`src/hw/cpu_pkg.sv`:
```
package cpu_pkg;

typedef logic        bit_t;
typedef logic [31:0] word_t;
typedef logic [63:0] double_word_t;
typedef logic [4:0]  reg_addr_t;
typedef logic [2:0]  cp0_sel_t;

typedef enum logic [5:0] {
	op_sll, op_srl, op_sra, op_sllv, op_srlv, op_srav,
	op_and, op_or, op_xor, op_nor, op_lui,
	op_add, op_addu, op_sub, op_subu, op_slt, op_sltu,
	op_clz, op_clo, op_jal, op_jalr,
	op_mfhi, op_mflo, op_mthi, op_mtlo,
	op_mult, op_multu, op_div, op_divu, op_mul,
	op_mfc0, op_mtc0,
	op_lb, op_lbu, op_lh, op_lhu, op_lw, op_sb, op_sh, op_sw,
	op_syscall, op_break, op_eret,
	op_invalid
} oper_t;

// cp0 register numbers, all at select 0
localparam reg_addr_t cp0_badvaddr_addr = 5'd8;
localparam reg_addr_t cp0_count_addr    = 5'd9;
localparam reg_addr_t cp0_status_addr   = 5'd12;
localparam reg_addr_t cp0_cause_addr    = 5'd13;
localparam reg_addr_t cp0_epc_addr      = 5'd14;

localparam int div_cycles = 32;

// bit positions in the exception vector
localparam int except_overflow        = 0;
localparam int except_daddr_unaligned = 1;
localparam int except_syscall         = 2;
localparam int except_break           = 3;
localparam int except_eret            = 4;
localparam int except_invalid_inst    = 5;
localparam int except_priv_inst       = 6;
localparam int except_w               = 7;

typedef logic [except_w-1:0] except_t;

function automatic word_t cp0_write_mask(input reg_addr_t addr, input cp0_sel_t sel);
	word_t mask;
	mask = '0;
	if (sel == 3'd0)
	begin
		case (addr)
			// im field plus exl and ie
			cp0_status_addr: mask = 32'h0000_ff03;
			// software interrupt bits
			cp0_cause_addr: mask = 32'h0000_0300;
			cp0_epc_addr, cp0_count_addr: mask = '1;
			default: mask = '0;
		endcase
	end
	return mask;
endfunction

endpackage
```
`src/hw/ex_commit.sv`:
```
`timescale 1ns/10ps

module ex_commit(
	input  logic                  clk,
	input  logic                  rst,
	input  cpu_pkg::bit_t         flush,
	input  cpu_pkg::bit_t         stall_req,
	input  cpu_pkg::bit_t         ex_reg_we,
	input  cpu_pkg::reg_addr_t    ex_reg_waddr,
	input  cpu_pkg::word_t        ex_reg_wdata,
	input  cpu_pkg::bit_t         ex_hilo_we,
	input  cpu_pkg::double_word_t ex_hilo,
	input  cpu_pkg::bit_t         ex_cp0_we,
	input  cpu_pkg::reg_addr_t    ex_cp0_waddr,
	input  cpu_pkg::cp0_sel_t     ex_cp0_sel,
	input  cpu_pkg::word_t        ex_cp0_wdata,
	input  cpu_pkg::bit_t         ex_mem_ce,
	input  cpu_pkg::bit_t         ex_mem_we,
	input  cpu_pkg::word_t        ex_mem_addr,
	input  logic [3:0]            ex_mem_sel,
	input  cpu_pkg::word_t        ex_mem_wdata,
	input  cpu_pkg::except_t      ex_except,
	output cpu_pkg::bit_t         mem_reg_we,
	output cpu_pkg::reg_addr_t    mem_reg_waddr,
	output cpu_pkg::word_t        mem_reg_wdata,
	output cpu_pkg::bit_t         mem_hilo_we,
	output cpu_pkg::double_word_t mem_hilo,
	output cpu_pkg::bit_t         mem_cp0_we,
	output cpu_pkg::reg_addr_t    mem_cp0_waddr,
	output cpu_pkg::cp0_sel_t     mem_cp0_sel,
	output cpu_pkg::word_t        mem_cp0_wdata,
	output cpu_pkg::bit_t         mem_mem_ce,
	output cpu_pkg::bit_t         mem_mem_we,
	output cpu_pkg::word_t        mem_mem_addr,
	output logic [3:0]            mem_mem_sel,
	output cpu_pkg::word_t        mem_mem_wdata,
	output cpu_pkg::except_t      mem_except,
	output cpu_pkg::double_word_t hilo
);

// enables and exception bits
always_ff @(posedge clk)
begin
	if (rst || flush || stall_req)
	begin
		mem_reg_we <= 1'b0;
		mem_hilo_we <= 1'b0;
		mem_cp0_we <= 1'b0;
		mem_mem_ce <= 1'b0;
		mem_mem_we <= 1'b0;
		mem_except <= '0;
	end
	else
	begin
		mem_reg_we <= ex_reg_we;
		mem_hilo_we <= ex_hilo_we;
		mem_cp0_we <= ex_cp0_we;
		mem_mem_ce <= ex_mem_ce;
		mem_mem_we <= ex_mem_we;
		mem_except <= ex_except;
	end
end

always_ff @(posedge clk)
begin
	mem_reg_waddr <= ex_reg_waddr;
	mem_reg_wdata <= ex_reg_wdata;
	mem_hilo <= ex_hilo;
	mem_cp0_waddr <= ex_cp0_waddr;
	mem_cp0_sel <= ex_cp0_sel;
	mem_cp0_wdata <= ex_cp0_wdata;
	mem_mem_addr <= ex_mem_addr;
	mem_mem_sel <= ex_mem_sel;
	mem_mem_wdata <= ex_mem_wdata;
end

// committed hi/lo pair
always_ff @(posedge clk)
begin
	if (rst)
	begin
		hilo <= '0;
	end
	else if (mem_hilo_we)
	begin
		hilo <= mem_hilo;
	end
end

endmodule

```
`config.mk`:
```
export PLATFORM = sky130hd
export DESIGN_NAME = ex_commit
export DESIGN_NICKNAME = d
export VERILOG_FILES = /design/src/hw/cpu_pkg.sv /design/src/hw/ex_commit.sv
export SDC_FILE = /design/constraint.sdc
export NUM_CORES = 1
export LEC_CHECK = 0
export BUFFER_PORTS_ARGS = -buffer_cell sky130_fd_sc_hd__buf_2
export CORE_AREA = 2 2 200 202
export CTS_CLUSTER_SIZE = 25
export DETAILED_ROUTE_END_ITERATION = 8
export DIE_AREA = 0 0 202 204
export SYNTH_ARGS = -nofsm -noshare
export SYNTH_HDL_FRONTEND = slang
export SYNTH_SLANG_ARGS = --single-unit
export TNS_END_PERCENT = 50
```
`constraint.sdc`:
```
create_clock -name clk -period 1.7 [get_ports clk]
set_clock_uncertainty 0.2 [all_clocks]
set_input_delay 0.17 -clock clk [delete_from_list [all_inputs] [get_ports clk]]
set_output_delay 0.17 -clock clk [all_outputs]
set_load 0.005 [all_outputs]
```
== After elaboration in Yosys (flattened, before gate mapping) ==
Cells that the tools add are included.
Operators by class
  reduce and logical (&&, ||, !) cells: 2
Operators with widths (number)
  $logic_or 1x1->1: 2
Storage, ports and cells
  bits in registers: 285
  input bits: 225
  output and inout bits: 285

== Depth between registers and ports, before layout ==
  depth after elaboration: 2
  mapped depth: 4
  depth with buffers taken out: 2

== Worst setup path after synthesis ==
No wires, ideal clock.
  path type: register to register
  start: reg mem_hilo_we
  end: reg hilo[10]
  stages on the path, launching flop included: 5
  setup slack: 491 ps
  arrival time: 892 ps
  buffers on the path: 2
  cell sequence: dfxtp_1 > buf_6 > buf_8 > mux2i_1 > nor2_1
RTL lines
  start, declared: RTL line ex_commit.sv:26  | output cpu_pkg::bit_t mem_hilo_we,
  start signal, assigned: RTL line ex_commit.sv:56  | mem_hilo_we <= ex_hilo_we;
  end signal, assigned: RTL line ex_commit.sv:86  | hilo <= mem_hilo;
  end, declared: RTL line ex_commit.sv:38  | output cpu_pkg::double_word_t hilo

== Final worst setup path ==
  start: in rst
  end: reg mem_except[6]
On the way
  word-level cells in the longest chain between the ends: 2
Ends and longest elaborated chain
  start, declared: RTL line ex_commit.sv:5  | input logic rst,
  $logic_or 1x1->1 (2 in a row): RTL line ex_commit.sv:44  | if (rst || flush || stall_req)
  end signal, assigned: RTL line ex_commit.sv:60  | mem_except <= ex_except;
  end, declared: RTL line ex_commit.sv:37  | output cpu_pkg::except_t mem_except,
Every way passes these cells.
A chain may end at the register's enable or synchronous reset.

==> run summary <==
syn_area_per_cell - 15.4 µm²
vias in the first global route - 6558
largest family of logic cells by synthesized area - multiplexers
Adder-Cell Fraction of Synth Area - 0%
setup TNS - 0 ns
CTS H-tree lvls - 1
DRC viols - 0
Ant. Diodes - 0
achievable frequency - 590 MHz
CTS sink count - 285
Yosys top cell by area - dfxtp_1
NetSw - 3.19 mW
Tmin final - 1.69 ns
total power - 14.9 mW
Total Routing Usage GR - 12.6%
Final Cycle Share - 99.6%
Fin. Hold Viols - 0
Area growth syn-to-layout - 95.9%
I/O Buffers - 509
post-DR vias/cell - 3.51
Distinct cells, synth - 9
starting density of the core - 17.4%
drt initial violations - 151
relative slew slack - 66.3%
Root Buffer - clkbuf_16
WS Path Type - primary input to register
dpl hpwl - 20200 µm
GP Congestion - 0.806
Slew @ Worst Pin - 0.506 ns
Die Y - 204 µm
CP Capture Type - register
antenna violations before repair - 2
count of final setup violators - 0
Arr. time, crit path - 1.98 ns
# rows - 73
Nets - 1435
I/O pin total - 510
sw frac - 21.4%
setup repair after global routing missed its margin - false
fin. max-slew vios - 0
mux contribution to synthesized area - 9.41%
Comb power frac - 8.3%
Post-Synth Simple-Gate Area - 4.71%
Clock power frac - 43.9%
max_cap viols - 0
hold_ws - 0.0376 ns
core area - 0.0392 mm²
gr ovfl total - 0
P per Cell Area - 1120 mW/mm²
Worst Setup Start Kind - primary input
Mapped Nets - 666
Compound-Gate Fraction of Synth Area - 0%
status - finished, final reports clean
CP Max Fanout - 6
post-synth top area share - 83.8%
CTS Buffer Depth - 3
post-synthesis cell area - 0.00681 mm²
CTS tree - built
Leakage - 6.31 nW
DRT antenna net count - 0
Worst-path clk slew - 0.06 ns
routed vias - 6166
top cells by area, synth - dfxtp_1, mux2i_1, nor2_1, buf_8, and2_1
Die ar. - 0.0412 mm²
Filler cells - 3768
largest net degree at the start of global routing - 46
First-pass DRT Iterations - 4
Skew-Pair Late Insertion Delay - 0.55 ns
flop and latch count out of synthesis - 285
HP Class - primary input to register
layout cell share with drive strength beyond 1 - 45.8%
Synth Warn # - 0
cts bufs inserted - 30
post-synthesis xor/xnor area fraction - 0%
die width - 202 µm
Power Internal - 11.7 mW
synthesized instance count - 441
Max VDD drop - 0.748 mV
sequential-to-total area share from yosys stat - 83.8%
Sequential Power Share - 47.8%
Routed WL - 28000 µm
per-cell routed wire length - 15.9 µm
worst endpoint required time - 1.99 ns
first-pass GRT wire length - 39200 µm
[worst paths after layout]
kind,start,end,slack [ns],depth (start not counted)
setup / recovery,rst,mem_except[6]$_SDFF_PP0_,0.006,6
hold / removal,ex_cp0_wdata[11],mem_cp0_wdata[11]$_DFF_P_,0.04,2
setup reg to reg,mem_hilo_we$_SDFF_PP0_,hilo[30]$_SDFFE_PP0P_,0.29,4
hold reg to reg,hilo[5]$_SDFFE_PP0P_,hilo[5]$_SDFFE_PP0P_,0.29,2
[Yosys cell counts, drive strengths merged]
cell and instances:
and2 12, buf 14, clkbuf 1, dfxtp 285
mux2i 64, nor2 64, nor3 1
[layout by cell type (no fill, tap or decap), drive strengths merged]
master and instances:
clkinv 4, nor3 1, mux2i 64, dlygate4sd3 235, buf 517, clkbuf 47, dfxtp 285, nor2 64
bufinv 2, clkinvlp 2, and2 12
[layer usage]
| metal | vias up | track usage (%) | wire, µm | part of all wire (%) |
|---|---|---|---|---|
| li1 | 2948 | - | - | - |
| met1 | 2838 | 13.0 | 10400 | 37 |
| met2 | 320 | 23.2 | 14100 | 50 |
| met3 | 56 | 4.18 | 2410 | 8.6 |
| met4 | 4 | 5.65 | 1090 | 3.9 |
| met5 | - | 0 | 26 | 0.093 |
[power by group through the flow]
stage                     combinational, mW  clock [mW]  sequential (mW)
after floorplan                       0.112           0             7.28
after detailed placement              0.801           0             7.26
after global routing                   1.32        7.01             7.13
after CTS                              1.22        6.75             7.11
final                                  1.23        6.54             7.11
after global placement                0.792           0             7.25
[cells by family (layout without fill, tap and decap cells)]
kind of cell  after synthesis  after routing
buf+inv                    15            807
mux                        64             64
simple gates               77             77
flops                     285            285
[state kept, by name, indices dropped and copies added, names as in the netlist, 3 cells and up]
register       cells
mem_hilo          64
mem_except         7
mem_mem_addr      32
mem_reg_waddr      5
mem_mem_sel        4
mem_cp0_waddr      5
mem_reg_wdata     32
mem_cp0_sel        3
hilo              64
mem_cp0_wdata     32
mem_mem_wdata     32
[repair_timing]
| item | in CTS | in global routing |
|---|---|---|
| hold buffers | 235 | 0 |
| pin swaps | 0 | 1 |
| buffers inserted | 1 | 0 |
| hold endpoints to repair | 281 | 0 |
| gates cloned | 0 | 1 |
| gates resized for setup | 0 | 4 |
| setup endpoints to repair | 1 | 3 |
[cell type report]
class                   instances  area [µm²]  share of cell area [%]
clock buffers                  47         906                    6.79
clock inverters                 8        95.1                   0.713
multi-input cells             141         972                    7.29
flip-flops and latches        285        5710                    42.8
well taps                     525         657                    4.92
repair buffers                752        5000                    37.5
[per-stage QoR]
step	setup WS, ns	util, %	cell area [µm²]	std cells
2_1_floorplan	0.491	-	6810	441
5_1_grt	0.00244	34.0	13300	1758
6_report	0.00646	34.0	13300	1758
4_1_cts	0.0354	34.0	13300	1757
3_5_place_dp	0.356	25.4	9960	1466
3_3_place_gp	0.384	25.4	9960	1466
[critical path, cell delays in order]
cell	delay, ns
dlygate4sd3_1	0.54
buf_2	0.16
nor3_4	0.21
buf_6	0.18
and2_1	0.15
dlygate4sd3_1	0.57
Power figures use the tool's default switching activity.
