`src/hw/cpu_pkg.sv`:
```
package cpu_pkg;

typedef logic        bit_t;
typedef logic [31:0] word_t;
typedef logic [63:0] double_word_t;
typedef logic [4:0]  reg_addr_t;
typedef logic [2:0]  cp0_sel_t;

typedef enum logic [5:0] {
	op_sll, op_srl, op_sra, op_sllv, op_srlv, op_srav,
	op_and, op_or, op_xor, op_nor, op_lui,
	op_add, op_addu, op_sub, op_subu, op_slt, op_sltu,
	op_clz, op_clo, op_jal, op_jalr,
	op_mfhi, op_mflo, op_mthi, op_mtlo,
	op_mult, op_multu, op_div, op_divu, op_mul,
	op_mfc0, op_mtc0,
	op_lb, op_lbu, op_lh, op_lhu, op_lw, op_sb, op_sh, op_sw,
	op_syscall, op_break, op_eret,
	op_invalid
} oper_t;

// cp0 register numbers, all at select 0
localparam reg_addr_t cp0_badvaddr_addr = 5'd8;
localparam reg_addr_t cp0_count_addr    = 5'd9;
localparam reg_addr_t cp0_status_addr   = 5'd12;
localparam reg_addr_t cp0_cause_addr    = 5'd13;
localparam reg_addr_t cp0_epc_addr      = 5'd14;

localparam int div_cycles = 32;

// bit positions in the exception vector
localparam int except_overflow        = 0;
localparam int except_daddr_unaligned = 1;
localparam int except_syscall         = 2;
localparam int except_break           = 3;
localparam int except_eret            = 4;
localparam int except_invalid_inst    = 5;
localparam int except_priv_inst       = 6;
localparam int except_w               = 7;

typedef logic [except_w-1:0] except_t;

function automatic word_t cp0_write_mask(input reg_addr_t addr, input cp0_sel_t sel);
	word_t mask;
	mask = '0;
	if (sel == 3'd0)
	begin
		case (addr)
			// im field plus exl and ie
			cp0_status_addr: mask = 32'h0000_ff03;
			// software interrupt bits
			cp0_cause_addr: mask = 32'h0000_0300;
			cp0_epc_addr, cp0_count_addr: mask = '1;
			default: mask = '0;
		endcase
	end
	return mask;
endfunction

endpackage
```
`src/hw/cp0_regs.sv`:
```
`timescale 1ns/10ps

module cp0_regs(
	input  logic               clk,
	input  logic               rst,
	input  cpu_pkg::bit_t      mem_cp0_we,
	input  cpu_pkg::reg_addr_t mem_cp0_waddr,
	input  cpu_pkg::cp0_sel_t  mem_cp0_sel,
	input  cpu_pkg::word_t     mem_cp0_wdata,
	input  cpu_pkg::reg_addr_t cp0_raddr,
	input  cpu_pkg::cp0_sel_t  cp0_rsel,
	output cpu_pkg::word_t     cp0_rdata
);

import cpu_pkg::*;

word_t status;
word_t cause;
word_t epc;
word_t count;
word_t badvaddr;
word_t wmask;
bit_t  wr_hit;

assign wmask = cp0_write_mask(mem_cp0_waddr, mem_cp0_sel);
assign wr_hit = mem_cp0_we && (mem_cp0_sel == 3'd0);

always_ff @(posedge clk)
begin
	if (rst)
	begin
		status <= '0;
		cause <= '0;
		epc <= '0;
		count <= '0;
		badvaddr <= '0;
	end
	else
	begin
		// free running unless software writes it
		if (wr_hit && mem_cp0_waddr == cp0_count_addr)
		begin
			count <= (wmask & mem_cp0_wdata) | (~wmask & count);
		end
		else
		begin
			count <= count + 32'd1;
		end
		if (wr_hit)
		begin
			case (mem_cp0_waddr)
				cp0_status_addr: status <= (wmask & mem_cp0_wdata) | (~wmask & status);
				cp0_cause_addr: cause <= (wmask & mem_cp0_wdata) | (~wmask & cause);
				cp0_epc_addr: epc <= (wmask & mem_cp0_wdata) | (~wmask & epc);
				cp0_badvaddr_addr: badvaddr <= (wmask & mem_cp0_wdata) | (~wmask & badvaddr);
				default: status <= status;
			endcase
		end
	end
end

always_comb
begin
	cp0_rdata = '0;
	if (cp0_rsel == 3'd0)
	begin
		case (cp0_raddr)
			cp0_status_addr: cp0_rdata = status;
			cp0_cause_addr: cp0_rdata = cause;
			cp0_epc_addr: cp0_rdata = epc;
			cp0_count_addr: cp0_rdata = count;
			cp0_badvaddr_addr: cp0_rdata = badvaddr;
			default: cp0_rdata = '0;
		endcase
	end
end

endmodule

```
`config.mk`:
```
export PLATFORM = sky130hd
export DESIGN_NAME = cp0_regs
export DESIGN_NICKNAME = d
export VERILOG_FILES = /design/src/hw/cpu_pkg.sv /design/src/hw/cp0_regs.sv
export SDC_FILE = /design/constraint.sdc
export NUM_CORES = 1
export LEC_CHECK = 0
export BUFFER_PORTS_ARGS = -buffer_cell sky130_fd_sc_hd__buf_2
export CAP_MARGIN = 0
export CORE_MARGIN = 2
export CORE_UTILIZATION = 60
export DETAILED_ROUTE_END_ITERATION = 12
export PLACE_DENSITY = 0.82
export SLEW_MARGIN = 15
export SYNTH_ARGS = -nofsm -noshare
export SYNTH_HDL_FRONTEND = slang
export SYNTH_SLANG_ARGS = --single-unit
export TNS_END_PERCENT = 20
```
`constraint.sdc`:
```
create_clock -name clk -period 5.35 [get_ports clk]
set_clock_uncertainty 0.15 [all_clocks]
set_input_delay 0.535 -clock clk [delete_from_list [all_inputs] [get_ports clk]]
set_output_delay 0.535 -clock clk [all_outputs]
set_load 0.05 [all_outputs]
```
# Yosys cells after proc, flatten, opt, wreduce, memory -nomap -nowiden
# Index checks and enable logic that the tools add are counted.
[word_totals]
reg_bits = 160
out_inout_bits = 32
[classes]
reduce_logical = 9
bitwise_logic = 12
mux = 5
n_eq_ne = 10
add_sub_neg = 1
[ops]
columns = ["operator", "count"]
rows = [
  ["32-bit bitwise AND", 6],
  ["32-bit bitwise OR", 5],
  ["32-bit one-hot mux with 5 select lines", 1],
  ["32-bit 2-to-1 mux", 3],
  ["32-bit one-hot mux with 3 select lines", 1],
  ["5-bit by 4-bit equality test with 1-bit output (second input constant)", 10],
  ["32-bit by 1-bit adder with 32-bit output (second input constant)", 1],
  ["32-bit inverter", 1],
  ["2-bit AND reduction", 4],
  ["3-bit logical NOT", 2],
  ["1-bit logical AND", 2],
  ["2-bit OR reduction", 1],
]

# Depth between registers and ports, before layout
[depth]
word_depth = 8
depth_mapped = 7
depth_no_buf = 5

# Least setup slack after synthesis
# OpenSTA, ideal clock, no wires.
[synth_path]
path_type = "input -> output"
from = "input cp0_raddr[1]"
to = "output cp0_rdata[22]"
n_path_buf = 1
arrival_time_ns = 2.636
required_ns = 4.665
path_slack_ns = 2.029
cell_stages = 5
cell_sequence = "nor4b_1 -> nor2b_1 -> clkbuf_1 -> a222oi_1 -> a21oi_1"
[synth_between]
elab_chain_cells = 3
word_cells_on_any_way = 7
[synth_rtl]
columns = ["element", "line_no", "rtl"]
rows = [
  ["start: declaration", "cp0_regs.sv:10", "input cpu_pkg::reg_addr_t cp0_raddr,"],
  ["5-bit by 4-bit equality test with 1-bit output", "cp0_regs.sv:67", "case (cp0_raddr)"],
  ["32-bit one-hot mux with 5 select lines *", "cp0_regs.sv:67", ""],
  ["32-bit 2-to-1 mux *", "cp0_regs.sv:65", "if (cp0_rsel == 3'd0)"],
  ["end: declaration", "cp0_regs.sv:12", "output cpu_pkg::word_t cp0_rdata"],
]
# Every way passes the cells marked *; elsewhere a longest branch is shown, timed or not.

# Worst setup path after layout
[layout_path]
from = "input cp0_raddr[0]"
to = "output cp0_rdata[2]"
# Same word-level chain as after synthesis.

==> flow_metrics.tcl <==
set metrics [dict create \
    status "finished, final reports clean" \
    slew_headroom_pct 31.1 \
    postRouteWirelength_um 17400 \
    drc_errors 0 \
    drt-vias-per-instance 6.32 \
    syn_inst 722 \
    grt.total_usage_pct 29.3 \
    nNetsFinal 824 \
    ir_worst_vdd_mv 0.257 \
    gr-usage-met1_pct 36.1 \
    port_buffers 82 \
    row_count 38 \
    crit_arrival_ns 3.01 \
    clk_latency_ns 0.42 \
    die-area_mm2 0.0121 \
    setup_violations 0 \
    gr-total-overflow 0 \
    p_sw_mw 0.534 \
    fmax_mhz 271 \
    areaGrowthSynthToFinish_pct 16.2 \
    io_pins 83 \
    finalMaxSlewViolations 0 \
    start_kind "input pin" \
    cts_tree "built" \
    coreArea_mm2 0.0109 \
    postCtsSetupBuffers 0 \
    synth_top_flop_cell "dfxtp_1" \
    initial_utilization_pct 61.8 \
    dieHeight_um 110 \
    pwr-share-clk_pct 50.4 \
    min_path_type "input pin to flop" \
    end_kind "output port" \
    die_w_um 110 \
    finalNonFillerCells 926 \
    mappedNetlistArea_mm2 0.00676 \
    p_sw_share_pct 20.6 \
    root_buffer "clkbuf_16" \
    synth.net_count 774 \
    required_ns 4.66 \
    max-cap-violations 0 \
    grt_start_max_net_pins 104 \
    ys_ff_latch 160 \
    drive_gt1_share_pct 16.6 \
    tightest_slew_ns 1.02 \
    ys_warn_count 0 \
    crit_path_start "cp0_raddr[0]" \
    drt-initial-drc-count 742 \
    yosysUniqueCellTypes 46 \
    dp_hpwl_um 10700 \
    fin_crit_sh_pct 69.0 \
    p_int_mw 2.06 \
    min_from "mem_cp0_wdata[6]" \
    cts.sinks 160 \
    finalCriticalPeriod_ns 3.69 \
    worstPathMaxFanout 34 \
    grt_pass1_wl_um 27500 \
    antenna_found_initial 1 \
    antenna_left 0 \
    ys_async_sr_fraction_pct 0 \
    p_per_area_mw_per_mm2 330 \
    post-route-util_pct 71.8 \
    rsz0062_at_grt "false" \
    grt.busiest_layer "met2" \
    numCtsBuffers 17 \
    worstSetupPathType "input pin to output port" \
    p_comb_share_pct 3.3 \
    wl_per_cell_um 18.8 \
    sequentialPowerShare_pct 46.3 \
    synth_edf_count 0 \
    power.leakage_nw 3.02 \
    clk_path_buf_depth 2 \
    avgSynthCellArea_um2 9.36 \
    place.gp.congestion 0.846 \
    h-tree-depth 4 \
    placed_cells 893 \
    ys_seq_area_share_pct 47.4 \
    gr-usage-met3_pct 8.35 \
    cts_hold_buf 0 \
    path_clk_slew_ns 0.06 \
    vias 5852 \
    grt_pass1_vias 5599 \
    grt_use_met2_pct 49.3 \
    setup_tns_ns 0 \
    drtPass1Iterations 6 \
    finalHoldViolations 0 \
    post_cts_resized 0 \
]
## final cells by class
type / count / area, µm²
diodes: 1 / 2.50
clock buffers: 21 / 450
clock inverters: 11 / 186
fillers: 808 / 3080
inverters: 7 / 26.3
multi-input cells: 495 / 3330
flip-flops and latches: 160 / 3200
well taps: 140 / 175
repair buffers: 91 / 480
## per-layer routing
layer  part of all wire [%]  up-vias
met5                      0        -
met4                    1.7        0
met3                    7.1       29
met2                     49      262
met1                     42     2824
li1                       -     2737
## worst max-delay path, cell delays in order
cell and delay (ns):
buf_2 0.34, nor4bb_1 0.42, and2_1 0.68, buf_4 0.38, a222oi_1 0.16, a21oi_1 0.18, buf_2 0.29
## layout by cell type, fill, tap and decap left out, types with 5 or more instances in the layout
master,n
mux2i_1,47
buf_4,10
nor2_1,66
bufinv_16,5
a222oi_1,32
dfxtp_1,160
nor3_1,15
a22o_1,32
nor2b_1,90
nand4_1,13
nand3_1,15
nand2_1,40
clkbuf_16,17
nor4_1,7
a311oi_1,9
xnor2_1,10
a211oi_1,16
o31ai_1,9
a21oi_1,34
inv_1,7
or4_1,11
buf_2,81
## power groups by stage
stage	clock (mW)	sequential (mW)	combinational (mW)
after global routing	1.37	1.20	0.0918
after global placement	0	1.23	0.0809
after CTS	1.31	1.20	0.0840
final	1.31	1.20	0.0858
after detailed placement	0	1.23	0.0831
after floorplan	0	1.23	0.0445
## stage by stage
step / total power [mW] / hold slack (ns) / cell area (µm²) / setup slack [ns]
after CTS: 2.60 / 0.212 / 7850 / 1.71
after global routing: 2.67 / 0.220 / 7850 / 1.47
final: 2.60 / 0.228 / 7850 / 1.66
after global placement: 1.31 / 0.303 / 7210 / 1.85
after detailed placement: 1.31 / 0.307 / 7210 / 1.73
after floorplan: 1.27 / 0.288 / 6760 / 2.03
## cell families after synthesis
logic type / synth area share [%]
and+or+nand+nor: 22.9
xor gates and xnor gates: 1.56
AOI/OAI and AO/OA: 17.2
adders and majority gates: 0.185
muxes: 6.96
buffers and inverters: 3.78
DFF: 47.4
## Yosys cell counts (2+ instances only)
master / count / area share (%)
a31oi_1: 2 / 0.19
a222oi_1: 32 / 4.7
nand3b_1: 2 / 0.22
o21bai_1: 2 / 0.22
and2_1: 2 / 0.19
mux2i_1: 47 / 7.0
or4_1: 11 / 1.2
nor2_1: 66 / 3.7
nand2b_1: 4 / 0.37
nor4_1: 7 / 0.65
nor4bb_1: 2 / 0.30
a22o_1: 32 / 4.1
nor3b_1: 2 / 0.22
nor4b_1: 2 / 0.26
nor3_1: 15 / 1.1
o31a_1: 3 / 0.39
a211o_1: 3 / 0.39
inv_1: 7 / 0.39
and4b_1: 2 / 0.30
xor2_1: 2 / 0.26
and4_1: 2 / 0.26
a21oi_1: 34 / 2.5
buf_2: 2 / 0.15
a311oi_1: 9 / 1.2
nor2b_1: 92 / 8.5
nand4_1: 13 / 1.2
a211oi_1: 16 / 1.8
o21ai_0: 4 / 0.30
nand3_1: 15 / 1.1
or2_2: 3 / 0.28
and3_1: 2 / 0.19
xnor2_1: 10 / 1.3
nand2_1: 40 / 2.2
o31ai_1: 9 / 1.0
dfxtp_1: 160 / 47
clkbuf_1: 53 / 2.9
buf_1: 4 / 0.22
## final timing paths
| check | endpoint | slack (ns) | cells past startpoint |
|---|---|---|---|
| worst max register to register | flop | 2.52 | 5 |
| worst max-delay path | cp0_rdata[2] | 1.66 | 7 |
| worst min register to register | flop | 0.32 | 1 |
| worst min-delay path | flop | 0.23 | 3 |
No activity file was read; power rests on OpenSTA's default activity.
